### src/hdl/core_pkg.sv
package core_pkg;

  // Datapath widths
  localparam int XLEN      = 64;                 // Integer register width
  localparam int ILEN      = 32;                 // Instruction word width
  localparam int NUM_REGS  = 32;                 // Architectural registers
  localparam int REG_IDX_W = $clog2(NUM_REGS);

  typedef logic [XLEN-1:0]      xlen_t;          // Register value
  typedef logic [XLEN-1:0]      addr_t;          // Instruction address
  typedef logic [ILEN-1:0]      inst_t;          // Raw instruction
  typedef logic [REG_IDX_W-1:0] reg_idx_t;       // Register number
  typedef logic [6:0]           opcode_t;        // Major opcode field

  localparam addr_t    INST_BYTES = addr_t'(4);  // PC step
  localparam reg_idx_t SP_REG     = reg_idx_t'(2);

  // Major opcodes handled by the core
  localparam opcode_t OPC_OP_IMM = 7'b0010011;
  localparam opcode_t OPC_OP     = 7'b0110011;
  localparam opcode_t OPC_LUI    = 7'b0110111;
  localparam opcode_t OPC_JAL    = 7'b1101111;

  // funct3 codes shared by OP and OP-IMM
  localparam logic [2:0] F3_ADD_SUB = 3'b000;
  localparam logic [2:0] F3_SLT     = 3'b010;
  localparam logic [2:0] F3_SLTU    = 3'b011;
  localparam logic [2:0] F3_XOR     = 3'b100;
  localparam logic [2:0] F3_OR      = 3'b110;
  localparam logic [2:0] F3_AND     = 3'b111;

  // funct7 codes for OP
  localparam logic [6:0] F7_BASE = 7'b0000000;
  localparam logic [6:0] F7_SUB  = 7'b0100000;   // Selects SUB at funct3 000

  typedef enum logic [3:0] {
    ADD,                                         // a + b
    SUB,                                         // a - b
    AND,
    OR,
    XOR,
    SLT,                                         // Signed less-than, 1 or 0
    SLTU,                                        // Unsigned less-than
    PASS_B,                                      // LUI takes b as is
    LINK                                         // JAL return address
  } alu_op_e;

  // Fetch port FSM
  typedef enum logic [1:0] {
    IDLE,                                        // Nothing outstanding
    WAIT,                                        // Request out, answer wanted
    WAIT_STALE                                   // Request out, answer to be dropped
  } fetch_state_e;

endpackage

### src/hdl/register_file.sv
`timescale 1ns/1ps

module register_file (
  input  logic               clk,
  input  logic               reset,
  input  core_pkg::xlen_t    stackptr,   // x2 value after reset
  input  core_pkg::reg_idx_t rs1_idx,
  input  core_pkg::reg_idx_t rs2_idx,
  output core_pkg::xlen_t    rs1_data,
  output core_pkg::xlen_t    rs2_data,
  input  logic               wb_valid,   // Retiring write this cycle
  input  core_pkg::reg_idx_t wb_reg,
  input  core_pkg::xlen_t    wb_data
);

  core_pkg::xlen_t regs [core_pkg::NUM_REGS];

  // Write port leaves x0 at zero
  always_ff @(posedge clk) begin
    if (reset) begin
      for (int i = 0; i < core_pkg::NUM_REGS; i++) begin
        regs[i] <= (i == int'(core_pkg::SP_REG)) ? stackptr : '0;
      end
    end else if (wb_valid && wb_reg != '0) begin
      regs[wb_reg] <= wb_data;
    end
  end

  // Read ports see the value being written in the same cycle
  assign rs1_data = (wb_valid && wb_reg == rs1_idx && rs1_idx != '0) ? wb_data
                                                                      : regs[rs1_idx];
  assign rs2_data = (wb_valid && wb_reg == rs2_idx && rs2_idx != '0) ? wb_data
                                                                      : regs[rs2_idx];

  // Execute strobes only writes to real registers
  a_no_x0_write: assert property (@(posedge clk) disable iff (reset)
    wb_valid |-> (wb_reg != '0));

endmodule

### src/hdl/fetch_unit.sv
`timescale 1ns/1ps

module fetch_unit (
  input  logic            clk,
  input  logic            reset,
  input  core_pkg::addr_t entry,         // Start address, sampled in reset
  output logic            fetch_req,     // One-cycle request strobe
  output core_pkg::addr_t fetch_addr,
  input  logic            fetch_valid,   // One-cycle answer strobe
  input  core_pkg::inst_t fetch_data,
  input  logic            stall_decode,
  input  logic            flush,
  input  logic            redirect,
  input  core_pkg::addr_t redirect_pc,
  output logic            if_valid,      // IF/ID holds an instruction
  output core_pkg::inst_t if_inst,
  output core_pkg::addr_t if_pc
);

  core_pkg::fetch_state_e state;
  core_pkg::addr_t        pc;          // Next address to fetch
  core_pkg::addr_t        next_pc;     // pc with any redirect applied
  logic                   slot_free;   // IF/ID empty after this edge
  logic                   issue;       // Raise fetch_req next cycle
  logic                   accept;      // Answer goes into IF/ID

  assign next_pc   = redirect ? redirect_pc : pc;
  assign slot_free = !if_valid || !stall_decode || flush;
  assign accept    = (state == core_pkg::WAIT) && fetch_valid && !redirect;

  // Wrong-path answers free the port for the jump target at once
  assign issue = ((state == core_pkg::IDLE) && slot_free) ||
                 ((state == core_pkg::WAIT) && fetch_valid && redirect) ||
                 ((state == core_pkg::WAIT_STALE) && fetch_valid);

  always_ff @(posedge clk) begin
    if (reset) begin
      state     <= core_pkg::IDLE;
      pc        <= entry;
      fetch_req <= 1'b0;
      if_valid  <= 1'b0;
    end else begin
      fetch_req <= issue;
      pc        <= accept ? pc + core_pkg::INST_BYTES : next_pc;
      if (issue)
        state <= core_pkg::WAIT;
      else if (accept)
        state <= core_pkg::IDLE;
      else if (state == core_pkg::WAIT && redirect)
        state <= core_pkg::WAIT_STALE;          // Answer still on its way
      if (flush)
        if_valid <= 1'b0;
      else if (accept)
        if_valid <= 1'b1;
      else if (!stall_decode)
        if_valid <= 1'b0;                       // Taken by decode
    end
  end

  always_ff @(posedge clk) begin
    if (issue) fetch_addr <= next_pc;
    if (accept) begin
      if_inst <= fetch_data;
      if_pc   <= pc;
    end
  end

  a_no_resp_idle: assert property (@(posedge clk) disable iff (reset)
    fetch_valid |-> (state != core_pkg::IDLE));
  // Single request in flight
  a_one_outstanding: assert property (@(posedge clk) disable iff (reset)
    fetch_req |=> (!fetch_req until_with fetch_valid));

endmodule

### src/hdl/inst_decoder.sv
`timescale 1ns/1ps

module inst_decoder (
  input  logic                 clk,
  input  logic                 reset,
  input  logic                 if_valid,
  input  core_pkg::inst_t      if_inst,
  input  core_pkg::addr_t      if_pc,
  input  logic                 stall_decode,
  input  logic                 flush,
  output core_pkg::reg_idx_t   rs1_idx,
  output core_pkg::reg_idx_t   rs2_idx,
  output logic                 uses_rs1,   // rs1 is a real operand
  output logic                 uses_rs2,
  input  core_pkg::xlen_t      rs1_data,
  input  core_pkg::xlen_t      rs2_data,
  output logic                 ex_valid,   // ID/EX occupied
  output core_pkg::alu_op_e    ex_op,
  output core_pkg::xlen_t      ex_a,
  output core_pkg::xlen_t      ex_b,
  output core_pkg::reg_idx_t   ex_rd,
  output logic                 ex_jump,
  output core_pkg::addr_t      ex_pc,
  output core_pkg::xlen_t      ex_imm
);

  core_pkg::opcode_t  opcode;
  logic [2:0]         funct3;
  logic [6:0]         funct7;
  core_pkg::xlen_t    imm_i;
  core_pkg::xlen_t    imm_u;
  core_pkg::xlen_t    imm_j;
  core_pkg::xlen_t    imm_sel;     // Immediate sent on to execute
  core_pkg::alu_op_e  op;
  logic               legal;       // In the supported subset
  logic               use_imm;     // Operand b is the immediate
  logic               jump;
  logic               load;        // Real instruction enters ID/EX

  assign opcode  = if_inst[6:0];
  assign funct3  = if_inst[14:12];
  assign funct7  = if_inst[31:25];
  assign rs1_idx = if_inst[19:15];
  assign rs2_idx = if_inst[24:20];

  // Sign-extended immediates
  assign imm_i = core_pkg::xlen_t'($signed(if_inst[31:20]));
  assign imm_u = core_pkg::xlen_t'($signed({if_inst[31:12], 12'b0}));
  assign imm_j = core_pkg::xlen_t'($signed({if_inst[31], if_inst[19:12], if_inst[20],
                                            if_inst[30:21], 1'b0}));

  always_comb begin
    legal    = 1'b1;
    op       = core_pkg::ADD;
    use_imm  = 1'b1;
    imm_sel  = imm_i;
    jump     = 1'b0;
    uses_rs1 = 1'b0;
    uses_rs2 = 1'b0;
    case (opcode)
      core_pkg::OPC_OP_IMM, core_pkg::OPC_OP: begin
        uses_rs1 = 1'b1;
        case (funct3)
          core_pkg::F3_ADD_SUB: op = core_pkg::ADD;
          core_pkg::F3_SLT:     op = core_pkg::SLT;
          core_pkg::F3_SLTU:    op = core_pkg::SLTU;
          core_pkg::F3_XOR:     op = core_pkg::XOR;
          core_pkg::F3_OR:      op = core_pkg::OR;
          core_pkg::F3_AND:     op = core_pkg::AND;
          default:              legal = 1'b0;   // Shifts fall here
        endcase
        if (opcode == core_pkg::OPC_OP) begin
          uses_rs2 = 1'b1;
          use_imm  = 1'b0;
          if (funct3 == core_pkg::F3_ADD_SUB && funct7 == core_pkg::F7_SUB)
            op = core_pkg::SUB;
          else if (funct7 != core_pkg::F7_BASE)
            legal = 1'b0;                       // Other funct7 encodings
        end
      end
      core_pkg::OPC_LUI: begin
        op      = core_pkg::PASS_B;
        imm_sel = imm_u;
      end
      core_pkg::OPC_JAL: begin
        op      = core_pkg::LINK;
        imm_sel = imm_j;
        jump    = 1'b1;
      end
      default: legal = 1'b0;
    endcase
    if (!legal) begin         // Retires as a silent no-op
      uses_rs1 = 1'b0;
      uses_rs2 = 1'b0;
      jump     = 1'b0;
    end
  end

  assign load = if_valid && !stall_decode && !flush;

  // ID/EX register, a bubble when nothing moves in
  always_ff @(posedge clk) begin
    if (reset) begin
      ex_valid <= 1'b0;
      ex_jump  <= 1'b0;
    end else begin
      ex_valid <= load;
      ex_jump  <= load && jump;
    end
  end

  always_ff @(posedge clk) begin
    if (load) begin
      ex_op  <= op;
      ex_a   <= rs1_data;
      ex_b   <= use_imm ? imm_sel : rs2_data;
      ex_rd  <= legal ? if_inst[11:7] : '0;
      ex_pc  <= if_pc;
      ex_imm <= imm_sel;
    end
  end

endmodule

### src/hdl/execute_unit.sv
`timescale 1ns/1ps

module execute_unit (
  input  logic               clk,
  input  logic               reset,
  input  logic               ex_valid,
  input  core_pkg::alu_op_e  ex_op,
  input  core_pkg::xlen_t    ex_a,
  input  core_pkg::xlen_t    ex_b,
  input  core_pkg::reg_idx_t ex_rd,
  input  logic               ex_jump,
  input  core_pkg::addr_t    ex_pc,
  input  core_pkg::xlen_t    ex_imm,
  output logic               jump_taken,    // JAL in ID/EX this cycle
  output core_pkg::addr_t    jump_target,
  output logic               wb_valid,      // EX/WB write strobe
  output core_pkg::reg_idx_t wb_reg,
  output core_pkg::xlen_t    wb_data
);

  core_pkg::xlen_t alu_out;

  // 64-bit ALU, sums wrap around
  always_comb begin
    case (ex_op)
      core_pkg::ADD:    alu_out = ex_a + ex_b;
      core_pkg::SUB:    alu_out = ex_a - ex_b;
      core_pkg::AND:    alu_out = ex_a & ex_b;
      core_pkg::OR:     alu_out = ex_a | ex_b;
      core_pkg::XOR:    alu_out = ex_a ^ ex_b;
      core_pkg::SLT:    alu_out = core_pkg::xlen_t'($signed(ex_a) < $signed(ex_b));
      core_pkg::SLTU:   alu_out = core_pkg::xlen_t'(ex_a < ex_b);
      core_pkg::PASS_B: alu_out = ex_b;                             // LUI
      core_pkg::LINK:   alu_out = ex_pc + core_pkg::INST_BYTES;     // Return address
      default:          alu_out = '0;
    endcase
  end

  // PC-relative target of a JAL
  assign jump_target = ex_pc + ex_imm;
  assign jump_taken  = ex_valid && ex_jump;

  // EX/WB control, x0 destinations never strobe
  always_ff @(posedge clk) begin
    if (reset)
      wb_valid <= 1'b0;
    else
      wb_valid <= ex_valid && (ex_rd != '0);
  end

  always_ff @(posedge clk) begin
    wb_reg  <= ex_rd;
    wb_data <= alu_out;
  end

  // The flush behind a jump leaves a bubble in ID/EX
  a_jump_single: assert property (@(posedge clk) disable iff (reset)
    jump_taken |=> !jump_taken);

endmodule

### src/hdl/pipe_control.sv
`timescale 1ns/1ps

module pipe_control (
  input  logic               if_valid,
  input  core_pkg::reg_idx_t rs1_idx,
  input  core_pkg::reg_idx_t rs2_idx,
  input  logic               uses_rs1,
  input  logic               uses_rs2,
  input  logic               ex_valid,     // ID/EX entry
  input  core_pkg::reg_idx_t ex_rd,
  input  logic               wb_valid,     // EX/WB entry
  input  core_pkg::reg_idx_t wb_reg,
  input  logic               jump_taken,
  input  core_pkg::addr_t    jump_target,
  output logic               stall_decode, // Holds IF/ID and bubbles ID/EX
  output logic               flush,        // Empty IF/ID and ID/EX
  output logic               redirect,
  output core_pkg::addr_t    redirect_pc
);

  logic rs1_hazard;
  logic rs2_hazard;

  // Source register still waiting on an older result
  function automatic logic pending_write(
    input core_pkg::reg_idx_t src,
    input logic               ex_v,
    input core_pkg::reg_idx_t ex_r,
    input logic               wb_v,
    input core_pkg::reg_idx_t wb_r
  );
    return (src != '0) && ((ex_v && ex_r == src) || (wb_v && wb_r == src));
  endfunction

  assign rs1_hazard = uses_rs1 && pending_write(rs1_idx, ex_valid, ex_rd, wb_valid, wb_reg);
  assign rs2_hazard = uses_rs2 && pending_write(rs2_idx, ex_valid, ex_rd, wb_valid, wb_reg);

  // Jump resolved in execute
  assign flush       = jump_taken;
  assign redirect    = jump_taken;      // One cycle since ID/EX is bubbled behind it
  assign redirect_pc = jump_target;

  // Wrong-path instruction in IF/ID is dropped rather than held
  assign stall_decode = if_valid && (rs1_hazard || rs2_hazard) && !flush;

endmodule

### src/hdl/rv_core.sv
`timescale 1ns/1ps

module rv_core (
  input  logic               clk,
  input  logic               reset,
  input  core_pkg::addr_t    entry,        // First PC
  input  core_pkg::xlen_t    stackptr,     // Initial x2
  output logic               fetch_req,
  output core_pkg::addr_t    fetch_addr,
  input  logic               fetch_valid,
  input  core_pkg::inst_t    fetch_data,
  output logic               wb_valid,     // Retired write, same cycle as the RF update
  output core_pkg::reg_idx_t wb_reg,
  output core_pkg::xlen_t    wb_data
);

  // IF/ID
  logic               if_valid;
  core_pkg::inst_t    if_inst;
  core_pkg::addr_t    if_pc;
  // Register reads
  core_pkg::reg_idx_t rs1_idx;
  core_pkg::reg_idx_t rs2_idx;
  core_pkg::xlen_t    rs1_data;
  core_pkg::xlen_t    rs2_data;
  logic               uses_rs1;
  logic               uses_rs2;
  // ID/EX
  logic               ex_valid;
  core_pkg::alu_op_e  ex_op;
  core_pkg::xlen_t    ex_a;
  core_pkg::xlen_t    ex_b;
  core_pkg::reg_idx_t ex_rd;
  logic               ex_jump;
  core_pkg::addr_t    ex_pc;
  core_pkg::xlen_t    ex_imm;
  // Control
  logic               jump_taken;
  core_pkg::addr_t    jump_target;
  logic               stall_decode;
  logic               flush;
  logic               redirect;
  core_pkg::addr_t    redirect_pc;

  register_file u_regs (
    .clk(clk), .reset(reset), .stackptr(stackptr),
    .rs1_idx(rs1_idx), .rs2_idx(rs2_idx), .rs1_data(rs1_data), .rs2_data(rs2_data),
    .wb_valid(wb_valid), .wb_reg(wb_reg), .wb_data(wb_data)
  );

  fetch_unit u_fetch (
    .clk(clk), .reset(reset), .entry(entry),
    .fetch_req(fetch_req), .fetch_addr(fetch_addr),
    .fetch_valid(fetch_valid), .fetch_data(fetch_data),
    .stall_decode(stall_decode), .flush(flush),
    .redirect(redirect), .redirect_pc(redirect_pc),
    .if_valid(if_valid), .if_inst(if_inst), .if_pc(if_pc)
  );

  inst_decoder u_decode (
    .clk(clk), .reset(reset),
    .if_valid(if_valid), .if_inst(if_inst), .if_pc(if_pc),
    .stall_decode(stall_decode), .flush(flush),
    .rs1_idx(rs1_idx), .rs2_idx(rs2_idx), .uses_rs1(uses_rs1), .uses_rs2(uses_rs2),
    .rs1_data(rs1_data), .rs2_data(rs2_data),
    .ex_valid(ex_valid), .ex_op(ex_op), .ex_a(ex_a), .ex_b(ex_b), .ex_rd(ex_rd),
    .ex_jump(ex_jump), .ex_pc(ex_pc), .ex_imm(ex_imm)
  );

  execute_unit u_exec (
    .clk(clk), .reset(reset),
    .ex_valid(ex_valid), .ex_op(ex_op), .ex_a(ex_a), .ex_b(ex_b), .ex_rd(ex_rd),
    .ex_jump(ex_jump), .ex_pc(ex_pc), .ex_imm(ex_imm),
    .jump_taken(jump_taken), .jump_target(jump_target),
    .wb_valid(wb_valid), .wb_reg(wb_reg), .wb_data(wb_data)
  );

  pipe_control u_ctrl (
    .if_valid(if_valid), .rs1_idx(rs1_idx), .rs2_idx(rs2_idx),
    .uses_rs1(uses_rs1), .uses_rs2(uses_rs2),
    .ex_valid(ex_valid), .ex_rd(ex_rd), .wb_valid(wb_valid), .wb_reg(wb_reg),
    .jump_taken(jump_taken), .jump_target(jump_target),
    .stall_decode(stall_decode), .flush(flush),
    .redirect(redirect), .redirect_pc(redirect_pc)
  );

endmodule

### config.mk
export PLATFORM = sky130hd
export DESIGN_NAME = rv_core
export DESIGN_NICKNAME = d
export VERILOG_FILES = /design/src/hdl/core_pkg.sv /design/src/hdl/register_file.sv /design/src/hdl/fetch_unit.sv /design/src/hdl/inst_decoder.sv /design/src/hdl/execute_unit.sv /design/src/hdl/pipe_control.sv /design/src/hdl/rv_core.sv
export SDC_FILE = /design/constraint.sdc
export NUM_CORES = 2
export LEC_CHECK = 0
export BUFFER_PORTS_ARGS = -buffer_cell sky130_fd_sc_hd__buf_4
export CAP_MARGIN = 5
export CORE_ASPECT_RATIO = 0.8
export CORE_MARGIN = 2
export CORE_UTILIZATION = 55
export DETAILED_ROUTE_END_ITERATION = 10
export PLACE_DENSITY = 0.71
export SKIP_LAST_GASP = 1
export SLEW_MARGIN = 5
export SYNTH_ARGS = -nofsm -noshare
export SYNTH_HDL_FRONTEND = slang
export SYNTH_SLANG_ARGS = --single-unit
### constraint.sdc
create_clock -name clk -period 15.5 [get_ports clk]
set_input_delay 2.325 -clock clk [delete_from_list [all_inputs] [get_ports clk]]
set_output_delay 2.325 -clock clk [all_outputs]
set_load 0.01 [all_outputs]
==> results.json <==
{
  "postCtsHoldBufs": 0,
  "instances_no_fill": 14200,
  "clock_latency_ns": 0.90,
  "worstSetupEndpointType": "flip-flop",
  "netlist_area_sq_um": 145000,
  "largest-register": "u_regs.regs",
  "wl_per_cell_um": 36.4,
  "routed_via_density": 7.08,
  "avgSynthCellArea_sq_um": 13.7,
  "drt_wl_total_mm": 519,
  "wl_met2_mm": 221,
  "synth_ff_type": "edfxtp_1",
  "vias": 101000,
  "postCtsSetupBuffers": 0,
  "drc": 0,
  "dpl.hpwl_mm": 329,
  "path_max_fanout": 39,
  "worstPathRequired_ns": 15.98,
  "seq_area_frac_synth": 0.527,
  "fin_nets": 10900,
  "die_height_um": 463,
  "vdd_drop_max_uv": 99.6,
  "met3_length_mm": 73.2,
  "min_period_ns": 6.24,
  "antenna_found_initial": 36,
  "wl_met1_mm": 192,
  "postCtsResizedCells": 0,
  "leakage_nw": 57.7,
  "core_sq_um": 262000,
  "final_cell_mix": "2443 x edfxtp_1, 1953 x and2_1, 1277 x mux4_2",
  "failed_checks": "capacitance limit",
  "ios": 298,
  "syn_to_final_growth_pct": 10.2,
  "whs_ns": 0.411,
  "fmax_mhz": 160,
  "hold_viol": 0,
  "grt_overflow": 0,
  "critPathKind": "in2reg",
  "hp-class": "reg2reg",
  "cts_max_level": 5,
  "start_util": 0.553,
  "reg2reg_slack_ns": 9.72,
  "maxCapViolations": 1,
  "clockBufferDepth": 4,
  "grt_pass1_wl_mm": 732,
  "slew_headroom": 0.00668,
  "grt.total_usage": 0.387,
  "root_buffer": "clkbuf_16",
  "io_buffers": 297,
  "detail-route-antenna-nets": 0,
  "place_congestion": 0.976,
  "route.top_layer_used": "met5",
  "first_pass_iters": 8,
  "tightest_slew_ns": 1.48,
  "clock-sinks": 2591,
  "power_density_nw_per_um2": 107,
  "drt_iter0_drc": 17900,
  "drive_above_1_share": 0.230,
  "clkTransAtPathRegs_ns": 0.06,
  "cp.arrival_ns": 6.72,
  "ys_seq_elements": 2591,
  "rsz0062_at_grt": "false",
  "fin_util": 0.609,
  "placed_cells": 13700,
  "slew_viol_final": 0,
  "cts_buffers": 278,
  "fin_crit_sh": 0.402,
  "die_w_um": 578,
  "dieArea_sq_um": 267000,
  "fillCellCount": 19600,
  "cts_tree": "yes",
  "final_common_cell": "edfxtp_1",
  "startpoint_type": "primary input",
  "seqCellArea_sq_um": 76400,
  "status": "finished with violations",
  "finalSetupViolations": 0,
  "setup_tns_ns": 0,
  "ys_warn_count": 0,
  "synth_edf_count": 2443,
  "async_flop_share": 0,
  "synth_cell_types": 104,
  "num_rows": 168,
  "skew_ns": 0.0635,
  "largest_reg_flops": 2048,
  "synth_cells": 10500,
  "grt_start_max_net_pins": 117,
  "grt_pass1_vias": 98700,
  "multi_input_area_sq_um": 64800
}
critical path: stages:
cell and delay, ns:
clkbuf_8 0.28, inv_4 0.36, buf_4 0.72, nand4_1 0.48, buf_4 0.41, nor4_2 0.20
buf_4 0.44, or2_4 0.61, buf_4 0.77
path summary, 6_finish.rpt:
path,start,end,cells past startpoint
worst max-delay path,reset,u_regs.regs[3][18],9
worst min-delay path,u_fetch.if_pc[4],u_decode.ex_pc[4],0
worst max register to register,flip-flop,u_decode.ex_b[55],9
worst min register to register,u_fetch.if_pc[4],u_decode.ex_pc[4],0
cell usage after synthesis, types with 42 or more instances:
cell         n  area (sq um)
edfxtp_1  2443         73400
dfxtp_1    148          2960
a21o_1      97           728
o21ai_0    483          2420
o21bai_1    49           368
nand2_1    486          1820
nor3_1      92           460
ha_1       257          3220
xor2_1      94           823
nand3_1    107           536
mux4_2    1277         28800
and3_1      42           263
and2_1    1953         12200
a221oi_1    56           490
nor2_1     384          1440
a21oi_1    364          1820
mux2_2      68           766
nand4_1     79           494
buf_1      134           503
inv_1      241           905
xnor2_1    108           946
o211ai_1    46           345
clkbuf_1   790          2970
nor4_1      45           282
mux2i_1    152          1520
kinds of logic after synthesis:
logic type	Yosys count	share of synthesized area
adders and majority gates	260	0.0226
DFF	2591	0.527
AOI/OAI and AO/OA	1452	0.0631
and+or+nand+nor	3352	0.129
buffers and inverters	1190	0.0317
xor gates and xnor gates	202	0.0122
muxes	1497	0.214
other	1	0.0000259
where the power goes:
group          leakage (nW)  internal [mW]  switching (mW)
clock                  4.23           3.70            2.89
sequential             26.0           7.95           0.232
combinational          27.4          0.940            1.35
through the flow:
| step | instance area [sq um] | setup WS [ns] | power (mW) |
|---|---|---|---|
| 3_3_place_gp | 151000 | 8.69 | 10.5 |
| 5_1_grt | 160000 | 9.22 | 17.4 |
| 6_report | 160000 | 9.26 | 17.1 |
| 4_1_cts | 160000 | 9.46 | 17.0 |
| 2_1_floorplan | 145000 | 2.81 | 9.67 |
| 3_5_place_dp | 151000 | 8.56 | 10.5 |
cell type report:
type | count | area share
clock buffers | 349 | 0.0466
clock inverters | 141 | 0.00771
well taps | 3485 | 0.0273
diodes | 28 | 0.000439
multi-input cells | 6827 | 0.406
inverters | 242 | 0.00574
flip-flops and latches | 2591 | 0.478
repair buffers | 581 | 0.0278
per-layer routing:
metal / vias up / global-route usage
met5: - / 0
met4: 6 / 0.205
met3: 1353 / 0.0972
met2: 8182 / 0.548
met1: 51200 / 0.552
li1: 40200 / -
Note: power is estimated with default switching activity, not from simulation.
